--- config.mk ---
export PLATFORM = sky130hd
export DESIGN_NAME = vid_timing
export DESIGN_NICKNAME = d
export VERILOG_FILES = /design/src/logic/vid_pkg.sv /design/src/logic/vid_timing.sv /design/src/logic/vid_flags.sv /design/src/logic/vid_counter.sv /design/src/logic/vid_regs.sv
export SDC_FILE = /design/constraint.sdc
export NUM_CORES = 1
export LEC_CHECK = 0
export BUFFER_PORTS_ARGS = -buffer_cell sky130_fd_sc_hd__buf_2
export CORE_ASPECT_RATIO = 1.75
export CORE_MARGIN = 1
export CORE_UTILIZATION = 50
export DETAILED_ROUTE_END_ITERATION = 16
export PLACE_DENSITY = 0.68
export SLEW_MARGIN = 20
export SYNTH_ARGS = -nofsm -noshare
export SYNTH_HDL_FRONTEND = slang
export SYNTH_SLANG_ARGS = --single-unit
--- constraint.sdc ---
create_clock -name sys_clk -period 2.8 [get_ports sys_clk]
set_input_delay 0.56 -clock sys_clk [delete_from_list [all_inputs] [get_ports sys_clk]]
set_output_delay 0.56 -clock sys_clk [all_outputs]
set_load 0.05 [all_outputs]
--- src/logic/vid_pkg.sv ---
/* Widths, register map and mode bits shared by the video timing blocks
   Compare registers hold the count plus its half or field bit, so DATA_W must cover VPOS_W+1 */

package vid_pkg;

	// Horizontal count, half bit excluded
	parameter int HPOS_W = 10;
	// Vertical half-line count, field bit excluded
	parameter int VPOS_W = 11;

	// Register write port
	parameter int DATA_W = 12;
	parameter int ADDR_W = 4;

	// Mode register
	parameter logic [ADDR_W-1:0] REG_MODE = 4'h0;

	// Horizontal timing, in pixels with the half bit on top
	parameter logic [ADDR_W-1:0] REG_HP  = 4'h1;
	parameter logic [ADDR_W-1:0] REG_HBB = 4'h2;
	parameter logic [ADDR_W-1:0] REG_HBE = 4'h3;
	parameter logic [ADDR_W-1:0] REG_HDB = 4'h4;
	parameter logic [ADDR_W-1:0] REG_HDE = 4'h5;
	parameter logic [ADDR_W-1:0] REG_HS  = 4'h6;

	// Vertical timing, in half-lines with the field bit on top
	parameter logic [ADDR_W-1:0] REG_VP  = 4'h7;
	parameter logic [ADDR_W-1:0] REG_VBB = 4'h8;
	parameter logic [ADDR_W-1:0] REG_VBE = 4'h9;
	parameter logic [ADDR_W-1:0] REG_VDB = 4'ha;
	parameter logic [ADDR_W-1:0] REG_VDE = 4'hb;
	parameter logic [ADDR_W-1:0] REG_VS  = 4'hc;
	// Line that raises the vertical interrupt
	parameter logic [ADDR_W-1:0] REG_VI  = 4'hd;

	// Mode bits
	// Video enable, counters and flags held clear while low
	parameter int MODE_VIDEN = 0;

endpackage
--- src/logic/vid_timing.sv ---
/* Video timing generator, all state advances on the pix_en strobe in the sys_clk domain
   Outputs are registered and lag the causing pix_en by one cycle */
`timescale 1ns/1ps

module vid_timing #(
	parameter int hpos_w = vid_pkg::HPOS_W,
	parameter int vpos_w = vid_pkg::VPOS_W
) (
	input  logic                       sys_clk,
	input  logic                       resetl,
	input  logic                       pix_en,
	input  logic                       wr,
	input  logic [vid_pkg::ADDR_W-1:0] addr,
	input  logic [vid_pkg::DATA_W-1:0] data,
	output logic [hpos_w-1:0]          hpos,
	output logic                       half,
	output logic [vpos_w-1:0]          vpos,
	output logic                       field,
	output logic                       hblank,
	output logic                       vblank,
	output logic                       blank,
	output logic                       hsync,
	output logic                       vsync,
	output logic                       vactive,
	output logic                       vint
);

	logic              viden;
	logic [hpos_w-1:0] h_period;
	logic [hpos_w:0]   hbb, hbe, hdb, hde, hs;
	logic [vpos_w-1:0] v_period;
	logic [vpos_w:0]   vbb, vbe, vdb, vde, vs, vi;
	logic              h_wrap;
	logic              v_wrap;

	vid_regs #(.hpos_w(hpos_w), .vpos_w(vpos_w)) regs_i (
		.sys_clk(sys_clk), .resetl(resetl), .wr(wr), .addr(addr), .data(data),
		.viden(viden), .h_period(h_period),
		.hbb(hbb), .hbe(hbe), .hdb(hdb), .hde(hde), .hs(hs),
		.v_period(v_period),
		.vbb(vbb), .vbe(vbe), .vdb(vdb), .vde(vde), .vs(vs), .vi(vi)
	);

	// Pixels within a half-line
	vid_counter #(.cnt_w(hpos_w)) h_cnt_i (
		.sys_clk(sys_clk), .resetl(resetl), .clear(~viden), .en(pix_en),
		.period(h_period), .count(hpos), .toggle(half), .wrap(h_wrap)
	);

	// Half-lines within a field, stepped by the horizontal wrap
	vid_counter #(.cnt_w(vpos_w)) v_cnt_i (
		.sys_clk(sys_clk), .resetl(resetl), .clear(~viden), .en(h_wrap),
		.period(v_period), .count(vpos), .toggle(field), .wrap(v_wrap)
	);

	vid_flags #(.hpos_w(hpos_w), .vpos_w(vpos_w)) flags_i (
		.sys_clk(sys_clk), .resetl(resetl), .viden(viden), .pix_en(pix_en),
		.h_wrap(h_wrap), .v_wrap(v_wrap),
		// Compares see the toggle bit as the top bit of the position
		.h_pos({half, hpos}), .v_pos({field, vpos}),
		.hbb(hbb), .hbe(hbe), .hdb(hdb), .hde(hde), .hs(hs),
		.vbb(vbb), .vbe(vbe), .vdb(vdb), .vde(vde), .vs(vs), .vi(vi),
		.hblank(hblank), .vblank(vblank), .blank(blank),
		.hsync(hsync), .vsync(vsync), .vactive(vactive), .vint(vint)
	);

endmodule

--- src/logic/vid_flags.sv ---
/* Timing flags set and cleared by position compares, sampled on pix_en
   All flags read 0 while video is disabled, vint is a single-cycle pulse */
`timescale 1ns/1ps

module vid_flags #(
	parameter int hpos_w = vid_pkg::HPOS_W,
	parameter int vpos_w = vid_pkg::VPOS_W
) (
	input  logic            sys_clk,
	input  logic            resetl,
	input  logic            viden,
	input  logic            pix_en,
	input  logic            h_wrap,
	input  logic            v_wrap,
	input  logic [hpos_w:0] h_pos,
	input  logic [vpos_w:0] v_pos,
	input  logic [hpos_w:0] hbb,
	input  logic [hpos_w:0] hbe,
	input  logic [hpos_w:0] hdb,
	input  logic [hpos_w:0] hde,
	input  logic [hpos_w:0] hs,
	input  logic [vpos_w:0] vbb,
	input  logic [vpos_w:0] vbe,
	input  logic [vpos_w:0] vdb,
	input  logic [vpos_w:0] vde,
	input  logic [vpos_w:0] vs,
	input  logic [vpos_w:0] vi,
	output logic            hblank,
	output logic            vblank,
	output logic            blank,
	output logic            hsync,
	output logic            vsync,
	output logic            vactive,
	output logic            vint
);

	logic v_win;
	logic hblank_nxt;
	logic vblank_nxt;

	// Set wins alone, clear wins alone, both together hold
	function automatic logic sr_next(input logic q, input logic set, input logic clr);
		if (set && !clr) begin
			return 1'b1;
		end else if (clr && !set) begin
			return 1'b0;
		end
		return q;
	endfunction

	// Blanking next state, shared with the combined blank
	assign hblank_nxt = sr_next(hblank, h_pos == hbb, h_pos == hbe);
	assign vblank_nxt = sr_next(vblank, v_pos == vbb, v_pos == vbe);

	always_ff @(posedge sys_clk) begin
		if (!resetl || !viden) begin
			hblank <= 1'b0;
			vblank <= 1'b0;
			blank <= 1'b0;
			hsync <= 1'b0;
			vsync <= 1'b0;
			v_win <= 1'b0;
			vactive <= 1'b0;
			vint <= 1'b0;
		end else begin
			// Pulse only on the qualifying strobe, low again on the next cycle
			vint <= pix_en && (v_pos == vi) && (h_pos == hde);
			if (pix_en) begin
				hblank <= hblank_nxt;
				vblank <= vblank_nxt;
				blank <= hblank_nxt | vblank_nxt;
				// Syncs end on their own counter wrap
				hsync <= sr_next(hsync, h_pos == hs, h_wrap);
				vsync <= sr_next(vsync, v_pos == vs, v_wrap);
				// Lines that carry display
				v_win <= sr_next(v_win, v_pos == vdb, v_pos == vde);
				// Display span within a displayed line
				vactive <= sr_next(vactive, (h_pos == hdb) && v_win, h_pos == hde);
			end
		end
	end

	// At most one interrupt pulse per strobe, h position always moves between strobes
	a_vint_single: assert property (@(posedge sys_clk) disable iff (!resetl)
		vint |=> !vint)
		else $error("vint high on two consecutive cycles");

endmodule

--- src/logic/vid_counter.sv ---
/* Position counter that advances on en and wraps to 0 after reaching period
   If period is lowered below count, count runs on to the width limit before it wraps */
`timescale 1ns/1ps

module vid_counter #(
	parameter int cnt_w = vid_pkg::HPOS_W
) (
	input  logic             sys_clk,
	input  logic             resetl,
	input  logic             clear,
	input  logic             en,
	input  logic [cnt_w-1:0] period,
	output logic [cnt_w-1:0] count,
	output logic             toggle,
	output logic             wrap
);

	logic at_end;

	// Last position of the period
	assign at_end = (count == period);

	// Same-cycle strobe, chains into the next counter's enable
	assign wrap = en & at_end;

	always_ff @(posedge sys_clk) begin
		if (!resetl || clear) begin
			count <= '0;
			toggle <= 1'b0;
		end else if (en) begin
			if (at_end) begin
				count <= '0;
				// Half or field flips on every wrap
				toggle <= ~toggle;
			end else begin
				count <= count + 1'b1;
			end
		end
	end

	// Once inside the period, count stays there while period is unchanged
	a_count_in_range: assert property (@(posedge sys_clk) disable iff (!resetl || clear)
		($stable(period) && $past(count <= period)) |-> (count <= period))
		else $error("count %0d above period %0d", count, period);

endmodule

--- src/logic/vid_regs.sv ---
/* Write-only register file, a write lands on the cycle after the wr strobe
   Only the mode register resets, timing registers hold garbage until programmed */
`timescale 1ns/1ps

module vid_regs #(
	parameter int hpos_w = vid_pkg::HPOS_W,
	parameter int vpos_w = vid_pkg::VPOS_W
) (
	input  logic                      sys_clk,
	input  logic                      resetl,
	input  logic                      wr,
	input  logic [vid_pkg::ADDR_W-1:0] addr,
	input  logic [vid_pkg::DATA_W-1:0] data,
	output logic                      viden,
	output logic [hpos_w-1:0]         h_period,
	output logic [hpos_w:0]           hbb,
	output logic [hpos_w:0]           hbe,
	output logic [hpos_w:0]           hdb,
	output logic [hpos_w:0]           hde,
	output logic [hpos_w:0]           hs,
	output logic [vpos_w-1:0]         v_period,
	output logic [vpos_w:0]           vbb,
	output logic [vpos_w:0]           vbe,
	output logic [vpos_w:0]           vdb,
	output logic [vpos_w:0]           vde,
	output logic [vpos_w:0]           vs,
	output logic [vpos_w:0]           vi
);

	// Mode register, video starts disabled
	always_ff @(posedge sys_clk) begin
		if (!resetl) begin
			viden <= 1'b0;
		end else if (wr && addr == vid_pkg::REG_MODE) begin
			viden <= data[vid_pkg::MODE_VIDEN];
		end
	end

	// Timing compare registers
	always_ff @(posedge sys_clk) begin
		if (wr) begin
			case (addr)
				// Periods have no half or field bit
				vid_pkg::REG_HP: h_period <= data[hpos_w-1:0];
				vid_pkg::REG_HBB: hbb <= data[hpos_w:0];
				vid_pkg::REG_HBE: hbe <= data[hpos_w:0];
				vid_pkg::REG_HDB: hdb <= data[hpos_w:0];
				vid_pkg::REG_HDE: hde <= data[hpos_w:0];
				vid_pkg::REG_HS: hs <= data[hpos_w:0];
				vid_pkg::REG_VP: v_period <= data[vpos_w-1:0];
				vid_pkg::REG_VBB: vbb <= data[vpos_w:0];
				vid_pkg::REG_VBE: vbe <= data[vpos_w:0];
				vid_pkg::REG_VDB: vdb <= data[vpos_w:0];
				vid_pkg::REG_VDE: vde <= data[vpos_w:0];
				vid_pkg::REG_VS: vs <= data[vpos_w:0];
				vid_pkg::REG_VI: vi <= data[vpos_w:0];
				// Mode handled above, unused addresses ignored
				default: ;
			endcase
		end
	end

	// Host must present a valid address with every write strobe
	a_addr_known: assert property (@(posedge sys_clk) disable iff (!resetl)
		wr |-> !$isunknown(addr))
		else $error("write strobe with unknown address");

endmodule

# Word level (Yosys, flattened, before mapping)
# Cells that the tools add are included.
# classes
n_eq_ne,26
n_shift,0
n_div,0
n_mul,0
n_lt_le_gt_ge,0
n_reduce_logical,52
bitwise_logic,6
addsub,2
mux,36
# ops
op,count
12-bit equality test,6
11-bit equality test,6
2-bit AND reduction,19
1-bit 2-to-1 mux,34
4-bit equality test (second input constant),6
4-bit by 3-bit equality test with 1-bit output (second input constant),4
1-bit logical AND,16
1-bit logical NOT,14
11-bit by 1-bit adder with 11-bit output (second input constant),1
11-bit 2-to-1 mux,1
10-bit by 1-bit adder with 10-bit output (second input constant),1
10-bit equality test,1
10-bit 2-to-1 mux,1
4-bit by 2-bit equality test with 1-bit output (second input constant),2
4-bit by 1-bit equality test with 1-bit output (second input constant),1
4-bit logical NOT,1
1-bit NOT,3
1-bit AND,2
1-bit logical OR,2
1-bit bitwise OR,1
# word_totals
out_inout_bits,30
inputBits,20
latchBits,0
ff_bits,180
mem_bits_ro,0
n_memories,0
mem_bits_rw,0
elab_cells,148

# Depth between registers and ports, before layout
# Gate-level depths: netlist of the first run.
# logic_depth
ltp_word,9
ltp_mapped,10
depth_no_buf,8

# Hierarchy
# From an unflattened synthesis of the first run, not the netlist that was laid out.
# hier_totals
cells_unflattened,557
area_unflattened_um2,7898.8
# by_module_without_submodules
mod,area_per_inst_um2,n_inst,cells_per_inst,seq_area_each_um2
vid_regs,4634.4,1,176,4464.3
vid_flags,1911.8,1,234,160.2
vid_counter (v_cnt_i),765.7,1,79,240.2
vid_counter (h_cnt_i),583.1,1,67,220.2
vid_timing,3.8,1,1,0.0

# Worst setup path after synthesis of the first run
# Ideal clock, no wire load.
# synth_path
path_kind,reg-to-reg
from,register v_cnt_i.count[1]
to,register flags_i.vsync
setup_slack_ns,0.065
setup_ns,0.128
arrival_time_ns,2.607
stages_incl_launch_ff,11
cell_sequence,dfxtp_1 > buf_2 > xor2_1 > nor4_1 > nand3_1 > clkbuf_1 > or2_1 > ha_1 > nor2b_1 > mux2i_1 > nor2_1
# synth_via
elab_chain_cells,8
elab_cells_between_ends,13
classes_between,eq/ne: 2; mux: 5; bitwise: 1; reduce/logical: 5
# synth_lines
element,line,text
"start, declared",vid_counter.sv:13,"output logic [cnt_w-1:0] count,"
"start signal, assigned",vid_counter.sv:36,count <= count + 1'b1;
11-bit equality test / 12-bit equality test (equally long branches),"vid_counter.sv:21, vid_flags.sv:74",
1-bit AND / 1-bit logical NOT (equally long branches),"vid_counter.sv:24, vid_flags.sv:45",
1-bit logical AND / 1-bit logical NOT (equally long branches),"vid_flags.sv:45, vid_flags.sv:43",
1-bit 2-to-1 mux / 1-bit logical AND (equally long branches),"vid_flags.sv:45, vid_flags.sv:43",
1-bit 2-to-1 mux,vid_flags.sv:43,if (set && !clr) begin
1-bit 2-to-1 mux,vid_flags.sv:68,if (pix_en) begin
1-bit 2-to-1 mux,vid_flags.sv:56,if (!resetl || !viden) begin
2-bit AND reduction (no line),n/a,
"end signal, assigned",vid_flags.sv:74,"vsync <= sr_next(vsync, v_pos == vs, v_wrap);"
"end, declared",vid_flags.sv:32,"output logic vsync,"
# Parallel ways exist; a longest one is shown, timed or not. The select of a mux whose other input is x is not followed.
# A chain may end at the register's enable or synchronous reset.

# Worst setup path in the final report of the first run
# layout_path
from,register regs_i.h_period[3]
to,register flags_i.vsync
# layout_via
elab_chain_cells,9
elab_cells_between_ends,12
classes_between,eq/ne: 1; mux: 5; bitwise: 2; reduce/logical: 4
# layout_lines
element,line,text
"start, declared",vid_regs.sv:15,"output logic [hpos_w-1:0] h_period,"
"start signal, assigned",vid_regs.sv:44,vid_pkg::REG_HP: h_period <= data[hpos_w-1:0];
10-bit equality test (*),vid_counter.sv:21,assign at_end = (count == period);
1-bit AND (*) (2 in a row),vid_counter.sv:24,assign wrap = en & at_end;
1-bit logical AND / 1-bit logical NOT (equally long branches),"vid_flags.sv:45, vid_flags.sv:43",
1-bit 2-to-1 mux / 1-bit logical AND (equally long branches),"vid_flags.sv:45, vid_flags.sv:43",
1-bit 2-to-1 mux,vid_flags.sv:43,
1-bit 2-to-1 mux,vid_flags.sv:68,
1-bit 2-to-1 mux,vid_flags.sv:56,
2-bit AND reduction (no line),n/a,
# Every way passes the cells marked *; elsewhere a longest branch is shown, timed or not. The select of a mux whose other input is x is not followed.

==> impl_metrics.env, run 1 <==
export IMPL_ir_drop_uv=435
export IMPL_cts_tree="done"
export IMPL_tns_ns=0
export IMPL_power_switching_w=0.00119
export IMPL_hold_viol=0
export IMPL_track_usage_pct=23.9
export IMPL_finalSetupViolCount=0
export IMPL_crit_chain="xnor2_2 -> nand4_1 -> or3_4 -> or2_1 -> ha_1 -> nor2b_1 -> mux2i_1 -> nor2_1"
export IMPL_grt_max_degree=19
export IMPL_synth_simple_area_share_pct=10.5
export IMPL_path_class="register to register"
export IMPL_area_growth_pct=15.3
export IMPL_grt_pass1_vias=4965
export IMPL_clkPwrFrac_pct=43.0
export IMPL_worst_hold_slack_ns=0.391
export IMPL_cts_sinks=180
export IMPL_io_pins=50
export IMPL_max_cap_viol_count=0
export IMPL_synth_cells=564
export IMPL_rr_endpoint="flags_i.vsync"
export IMPL_ys_warn_count=0
export IMPL_ys_flop_type="edfxtp_1"
export IMPL_worstPathArrival_ns=2.57
export IMPL_ant_nets=0
export IMPL_comb_power_share_pct=2.6
export IMPL_synth_area_leaders="edfxtp_1, xnor2_1, dfxtp_1, xor2_1, nand4_1"
export IMPL_ys_types=42
export IMPL_gp_congestion=0.856
export IMPL_num_vias=4833
export IMPL_synth_top_area_share_pct=56.4
export IMPL_first_pass_iters=5
export IMPL_setup_worst_path_end="flags_i.vsync"
export IMPL_wl_um=18500
export IMPL_cp_buffers_inverters=0
export IMPL_viasPerCell=5.73
export IMPL_post_cts_buffers=0
export IMPL_synthesis_area_um2=7880
export IMPL_synthAdderAreaFrac_pct=1.27
export IMPL_finalMaxSlewViolations=0
export IMPL_critical_path_peak_fanout=14
export IMPL_cp_num_cells=8
export IMPL_startpoint_type="register"
export IMPL_r2r_start="regs_i.h_period[3]"
export IMPL_nNetsFinal=672
export IMPL_drc=0
export IMPL_ys_async_sr_fraction_pct=0
export IMPL_min_delay_path_class="primary input to register"
export IMPL_rsz0062_at_grt="no"
export IMPL_swShare_pct=21.9
export IMPL_antenna_found_initial=0
export IMPL_dieArea_um2=16300
export IMPL_synth_avg_cell_area_um2=14.0
export IMPL_synth_compound_area_share_pct=2.13
export IMPL_cts_htree_levels=4
export IMPL_ctsResizeCount=0
export IMPL_synth_edf_count=148
export IMPL_cts_root_buffer="clkbuf_16"
export IMPL_synth_top_family_by_area="XOR/XNOR gates"
export IMPL_yosysMostFrequentCell="edfxtp_1"
export IMPL_r2r_setup_slack_ns=0.56
export IMPL_tightestPinTransition_ns=0.671
export IMPL_grt_overflow=0
export IMPL_seqPwrFrac_pct=54.4
export IMPL_crit_family="simple AND/OR/NAND/NOR gates"
export IMPL_ys_ff_latch=180
export IMPL_insertedDiodeCount=0
export IMPL_finish_utilization_pct=59.0
export IMPL_relSlewSlack_pct=55.0
export IMPL_internal_power_w=0.00424
export IMPL_max_freq_ghz=0.446
export IMPL_power_density_nw_per_um2=598
export IMPL_synth_area_mux_share_pct=1.27
export IMPL_drive_above_1_share_pct=20.1
export IMPL_core_um2=15400
export IMPL_worst_clock_skew_ns=0.0102
export IMPL_ff2ff_path_depth=8
export IMPL_fp_row_count=60
export IMPL_hold_buffers=0
export IMPL_slowest_stage="or3_4"
export IMPL_die_h_um=168
export IMPL_clk_path_buf_depth=2
export IMPL_yosysSeqAreaShare_pct=64.6
export IMPL_die_w_um=96.9
export IMPL_end_kind="register"
export IMPL_fin_crit_sh_pct=80.1
export IMPL_routedWlPerCell_um=22.0
export IMPL_critPathLaunch="regs_i.h_period[3]"
export IMPL_grt_pass1_wl_um=28200
export IMPL_cts_made_buffers=17
export IMPL_synth_xor_area_share_pct=18.2
export IMPL_drt_iter0_markers=379
export IMPL_status="complete, no violations"
export IMPL_cpPeakStageDelay_ns=0.49
export IMPL_cp_required_ns=3.13
export IMPL_power_leakage_nw=3.19
export IMPL_dpl_hpwl_um=12300
export IMPL_synth_top_area_cell="edfxtp_1"
export IMPL_fin_crit_ns=2.24
export IMPL_path_clk_slew_ns=0.07
export IMPL_synth_nets=592
export IMPL_synth_commonest_cells="edfxtp_1, xnor2_1, xor2_1, dfxtp_1, nor2_1"
export IMPL_initial_core_util_pct=51.2
export IMPL_clk_latency_ns=0.43
export IMPL_io_buffers=49
cell families (layout without fill, tap and decap cells):
family	Yosys count	in the layout
AO/OA/AOI/OAI	25	25
buffers and inverters	28	121
multiplexers	10	10
adder cells (fa/ha/maj)	8	8
XOR/XNOR	158	158
AND/OR/NAND/NOR	155	155
flip-flops	180	180
registers in the layout, indices dropped and copies added (netlist names), 11 cells and up:
signal	flops
regs_i.hbe	11
regs_i.vbe	12
regs_i.vi	12
regs_i.hde	11
v_cnt_i.count	11
regs_i.hs	11
regs_i.v_period	11
regs_i.hbb	11
regs_i.vbb	12
regs_i.vdb	12
regs_i.hdb	11
regs_i.vs	12
regs_i.vde	12
final cells by class:
type                    count  area (um^2)
clock buffers              17          425
clock inverters            15          160
repair buffers             89          546
well taps                 186          233
fillers                  1219         6310
multi-input cells         356         2630
flip-flops and latches    180         5080
metrics by stage:
| step | instance area [um^2] | total power [W] | setup WS [ns] | instances |
|---|---|---|---|---|
| 2_1_floorplan | 7880 | 0.00307 | 0.0652 | 564 |
| 3_3_place_gp | 8500 | 0.00315 | 0.591 | 811 |
| 3_5_place_dp | 8500 | 0.00316 | 0.557 | 811 |
| 4_1_cts | 9080 | 0.00546 | 0.563 | 843 |
| 5_1_grt | 9080 | 0.00558 | 0.452 | 843 |
| 6_report | 9080 | 0.00543 | 0.556 | 843 |
worst min path at each step:
stage,startpoint,endpoint,depth (start not counted)
2_1_floorplan,flags_i.v_win,flags_i.v_win,2
3_3_place_gp,flags_i.blank,flags_i.blank,2
3_5_place_dp,flags_i.blank,flags_i.blank,2
4_1_cts,resetl,regs_i.viden,2
5_1_grt,resetl,regs_i.viden,2
6_report,resetl,regs_i.viden,2
power groups by stage:
| stage | sequential (W) | combinational [W] | clock (W) |
|---|---|---|---|
| 2_1_floorplan | 0.00301 | 0.0000532 | 0 |
| 3_3_place_gp | 0.00301 | 0.000139 | 0 |
| 3_5_place_dp | 0.00301 | 0.000144 | 0 |
| 4_1_cts | 0.00296 | 0.000144 | 0.00236 |
| 5_1_grt | 0.00296 | 0.000152 | 0.00247 |
| 6_report | 0.00295 | 0.000143 | 0.00233 |
cells in the final DEF, fill, tap and decap left out, types with 3 or more instances in the layout:
cell,instances
clkbuf_16,17
nor2_1,32
edfxtp_1,148
nor4_1,15
buf_4,40
xnor2_1,81
a21oi_1,6
or2_2,3
xor2_1,70
inv_6,6
nor3_1,16
xnor2_2,7
nand4_1,26
clkinvlp_4,4
dfxtp_1,32
o21ai_1,4
mux2i_1,10
a22oi_1,4
nor2b_1,9
and3_1,4
ha_1,8
buf_2,49
nand3b_1,3
nand2_1,18
a22o_1,3
nand3_1,16
per-layer routing:
layer  global-route usage [%]  wire length, um  vias to the layer above
li1                         -                -                     2200
met1                     26.7             6750                     2404
met2                     44.0            10100                      187
met3                     4.40             1050                       42
met4                     10.3              616                        0
met5                        0                0                        -
Power figures use the tool's default switching activity.
==> run 2, diff against run 1 <==
- ABC_AREA: unset -> 1
- clock period: 2.8 -> 2.1 ns (I/O delays scaled with it)
==> run 2 against run 1 <==
Register-to-register slack got worse by 0.55 ns. Worst hold slack got worse by 0.12 ns. Clock skew decreased by 0.0044 ns. Sequential share of layout area decreased by 2.2 points. Total power increased by 31%. Count of clock-buffer cells in the layout increased by 1. Synthesized area increased by 5.4%. Setup slack got worse by 0.55 ns. Largest power group unchanged. Highest routed layer unchanged.
==> impl_metrics.env, run 2 <==
export IMPL_antenna_found_initial=0
export IMPL_setup_slack_ns=0.00687
export IMPL_drc=0
export IMPL_gp_congestion=0.904
export IMPL_tightestPinTransition_ns=0.540
export IMPL_ant_nets=0
export IMPL_critical_path_peak_fanout=15
export IMPL_core_um2=16300
export IMPL_cts_made_buffers=17
export IMPL_synthesis_area_um2=8300
export IMPL_power_leakage_nw=3.75
export IMPL_synth_commonest_cells="edfxtp_1, nand2_1, nor2_1, xnor2_1, xor2_1"
export IMPL_die_w_um=99.4
export IMPL_initial_core_util_pct=50.9
export IMPL_cts_root_buffer="clkbuf_16"
export IMPL_synth_area_leaders="edfxtp_1, dfxtp_1, xnor2_1, xor2_1, nand2_1"
export IMPL_grt_max_degree=18
export IMPL_ys_warn_count=0
export IMPL_num_vias=5566
export IMPL_setup_worst_path_end="h_cnt_i.count[5]"
export IMPL_hp_start="data[11]"
export IMPL_synth_nets=762
export IMPL_ff2ff_path_depth=8
export IMPL_cts_tree="done"
export IMPL_r2r_setup_slack_ns=0.007
export IMPL_finish_utilization_pct=58.4
export IMPL_hold_viol=0
export IMPL_fin_crit_sh_pct=99.7
export IMPL_yosysMostFrequentCell="edfxtp_1"
export IMPL_ys_ff_latch=180
export IMPL_dpl_hpwl_um=16100
export IMPL_critPathLaunch="h_cnt_i.count[1]"
export IMPL_layout_commonest_cell="edfxtp_1"
export IMPL_synth_top_area_cell="edfxtp_1"
export IMPL_max_freq_ghz=0.478
export IMPL_min_delay_path_class="primary input to register"
export IMPL_clk_path_buf_depth=2
export IMPL_hold_buffers=0
export IMPL_ys_flop_type="edfxtp_1"
export IMPL_finalSetupViolCount=0
export IMPL_cts_htree_levels=4
export IMPL_ys_async_sr_fraction_pct=0
export IMPL_end_kind="register"
export IMPL_synth_cells=734
export IMPL_dieArea_um2=17100
export IMPL_startpoint_type="register"
export IMPL_r2r_start="h_cnt_i.count[1]"
export IMPL_fp_row_count=62
export IMPL_finalMaxSlewViolations=0
export IMPL_power_density_nw_per_um2=747
export IMPL_insertedDiodeCount=0
export IMPL_ir_drop_uv=527
export IMPL_io_pins=50
export IMPL_drt_iter0_markers=294
export IMPL_cp_required_ns=2.36
export IMPL_clk_latency_ns=0.43
export IMPL_drive_above_1_share_pct=24.4
export IMPL_finalPower_w=0.00711
export IMPL_hold_depth=1
export IMPL_nNetsFinal=844
export IMPL_max_cap_viol_count=0
export IMPL_synth_edf_count=148
export IMPL_first_pass_iters=5
export IMPL_routedWlPerCell_um=21.2
export IMPL_relSlewSlack_pct=63.7
export IMPL_fin_crit_ns=2.09
export IMPL_yosysSeqAreaShare_pct=61.3
export IMPL_post_place_ws_ns=0.0871
export IMPL_status="complete, no violations"
export IMPL_cts_sinks=180
export IMPL_path_class="register to register"
export IMPL_track_usage_pct=26.8
export IMPL_path_clk_slew_ns=0.07
export IMPL_rr_endpoint="h_cnt_i.count[5]"
export IMPL_grt_pass1_vias=5840
export IMPL_grt_overflow=0
export IMPL_synth_top_area_share_pct=53.6
export IMPL_viasPerCell=5.45
export IMPL_io_buffers=49
export IMPL_area_growth_pct=14.7
export IMPL_worst_clock_skew_ns=0.00581
export IMPL_worstPathArrival_ns=2.36
export IMPL_ys_types=41
export IMPL_synth_avg_cell_area_um2=11.3
export IMPL_wl_um=21600
export IMPL_final_cell_mix="edfxtp_1, nand2_1, nor2_1"
export IMPL_die_h_um=172
export IMPL_grt_pass1_wl_um=32400
run 2: cell count changes after synthesis, moves of 9 or more:
| cell | before | now |
|---|---|---|
| inv_1 | 0 | 45 |
| inv_2 | 0 | 15 |
| mux2i_1 | 10 | 0 |
| nand2_1 | 18 | 121 |
| nand3_1 | 16 | 35 |
| nor2_1 | 32 | 70 |
| nor2b_1 | 9 | 0 |
| nor3_1 | 16 | 25 |
| o21ai_0 | 0 | 13 |
| xnor2_1 | 81 | 54 |
| xor2_1 | 70 | 53 |
run 2: worst min path at each step:
stage,slack (ns),end
finish,0.27,regs_i.vbe[11]
global placement,0.44,regs_i.viden
detailed placement,0.45,regs_i.viden
global route,0.27,regs_i.vs[11]
floorplan,0.42,regs_i.viden
CTS,0.26,regs_i.vbe[11]
run 2: layout make-up:
| type | count | area [um^2] |
|---|---|---|
| clock buffers | 18 | 429 |
| clock inverters | 14 | 111 |
| fillers | 1338 | 6770 |
| inverters | 63 | 244 |
| multi-input cells | 463 | 2810 |
| flip-flops and latches | 180 | 5120 |
| well taps | 192 | 240 |
| repair buffers | 91 | 561 |
run 2: power breakdown:
part	internal, W	total (W)	switching (W)	leakage (nW)
Clock	0.00162	0.00296	0.00133	0.265
Combinational	0.0000603	0.000209	0.000149	1.88
Sequential	0.00391	0.00394	0.0000277	1.61
Total	0.00560	0.00711	0.00151	3.75
run 2: cell families after synthesis:
| group | count (synthesis) | synth area share [%] |
|---|---|---|
| XOR/XNOR | 109 | 11.7 |
| AO/OA/AOI/OAI | 35 | 2.46 |
| adder cells (fa/ha/maj) | 8 | 1.21 |
| AND/OR/NAND/NOR | 311 | 17.9 |
| flip-flops | 180 | 61.3 |
| buffers and inverters | 91 | 5.44 |
run 2: repair_timing:
action / 4_1_cts / 5_1_grt
resized for setup: 0 / 15
buffers inserted: 0 / 1
setup endpoints to repair: 0 / 4
run 2: through the flow:
stage	hold slack (ns)	TNS, ns	instances	instance area, um^2
floorplan	0.423	0	734	8330
global placement	0.435	0	988	8910
detailed placement	0.448	0	988	8910
CTS	0.257	0	1020	9450
global route	0.271	-0.00136	1021	9520
finish	0.267	0	1021	9520
run 2: worst max-delay path, stage by stage, from the launching register on:
cell and delay (ns):
dfxtp_2 0.49, buf_4 0.19, xnor2_1 0.09, nand2_1 0.13, nor2_4 0.05, nand3b_4 0.11
buf_4 0.21, nand2_4 0.17, nor3_1 0.48
run 2: routing by layer:
metal	vias up	GRT usage (%)	wire [um]
li1	2639	-	-
met1	2706	25.0	7290
met2	160	51.9	12300
met3	61	3.96	730
met4	0	19.8	1290
met5	-	0	0
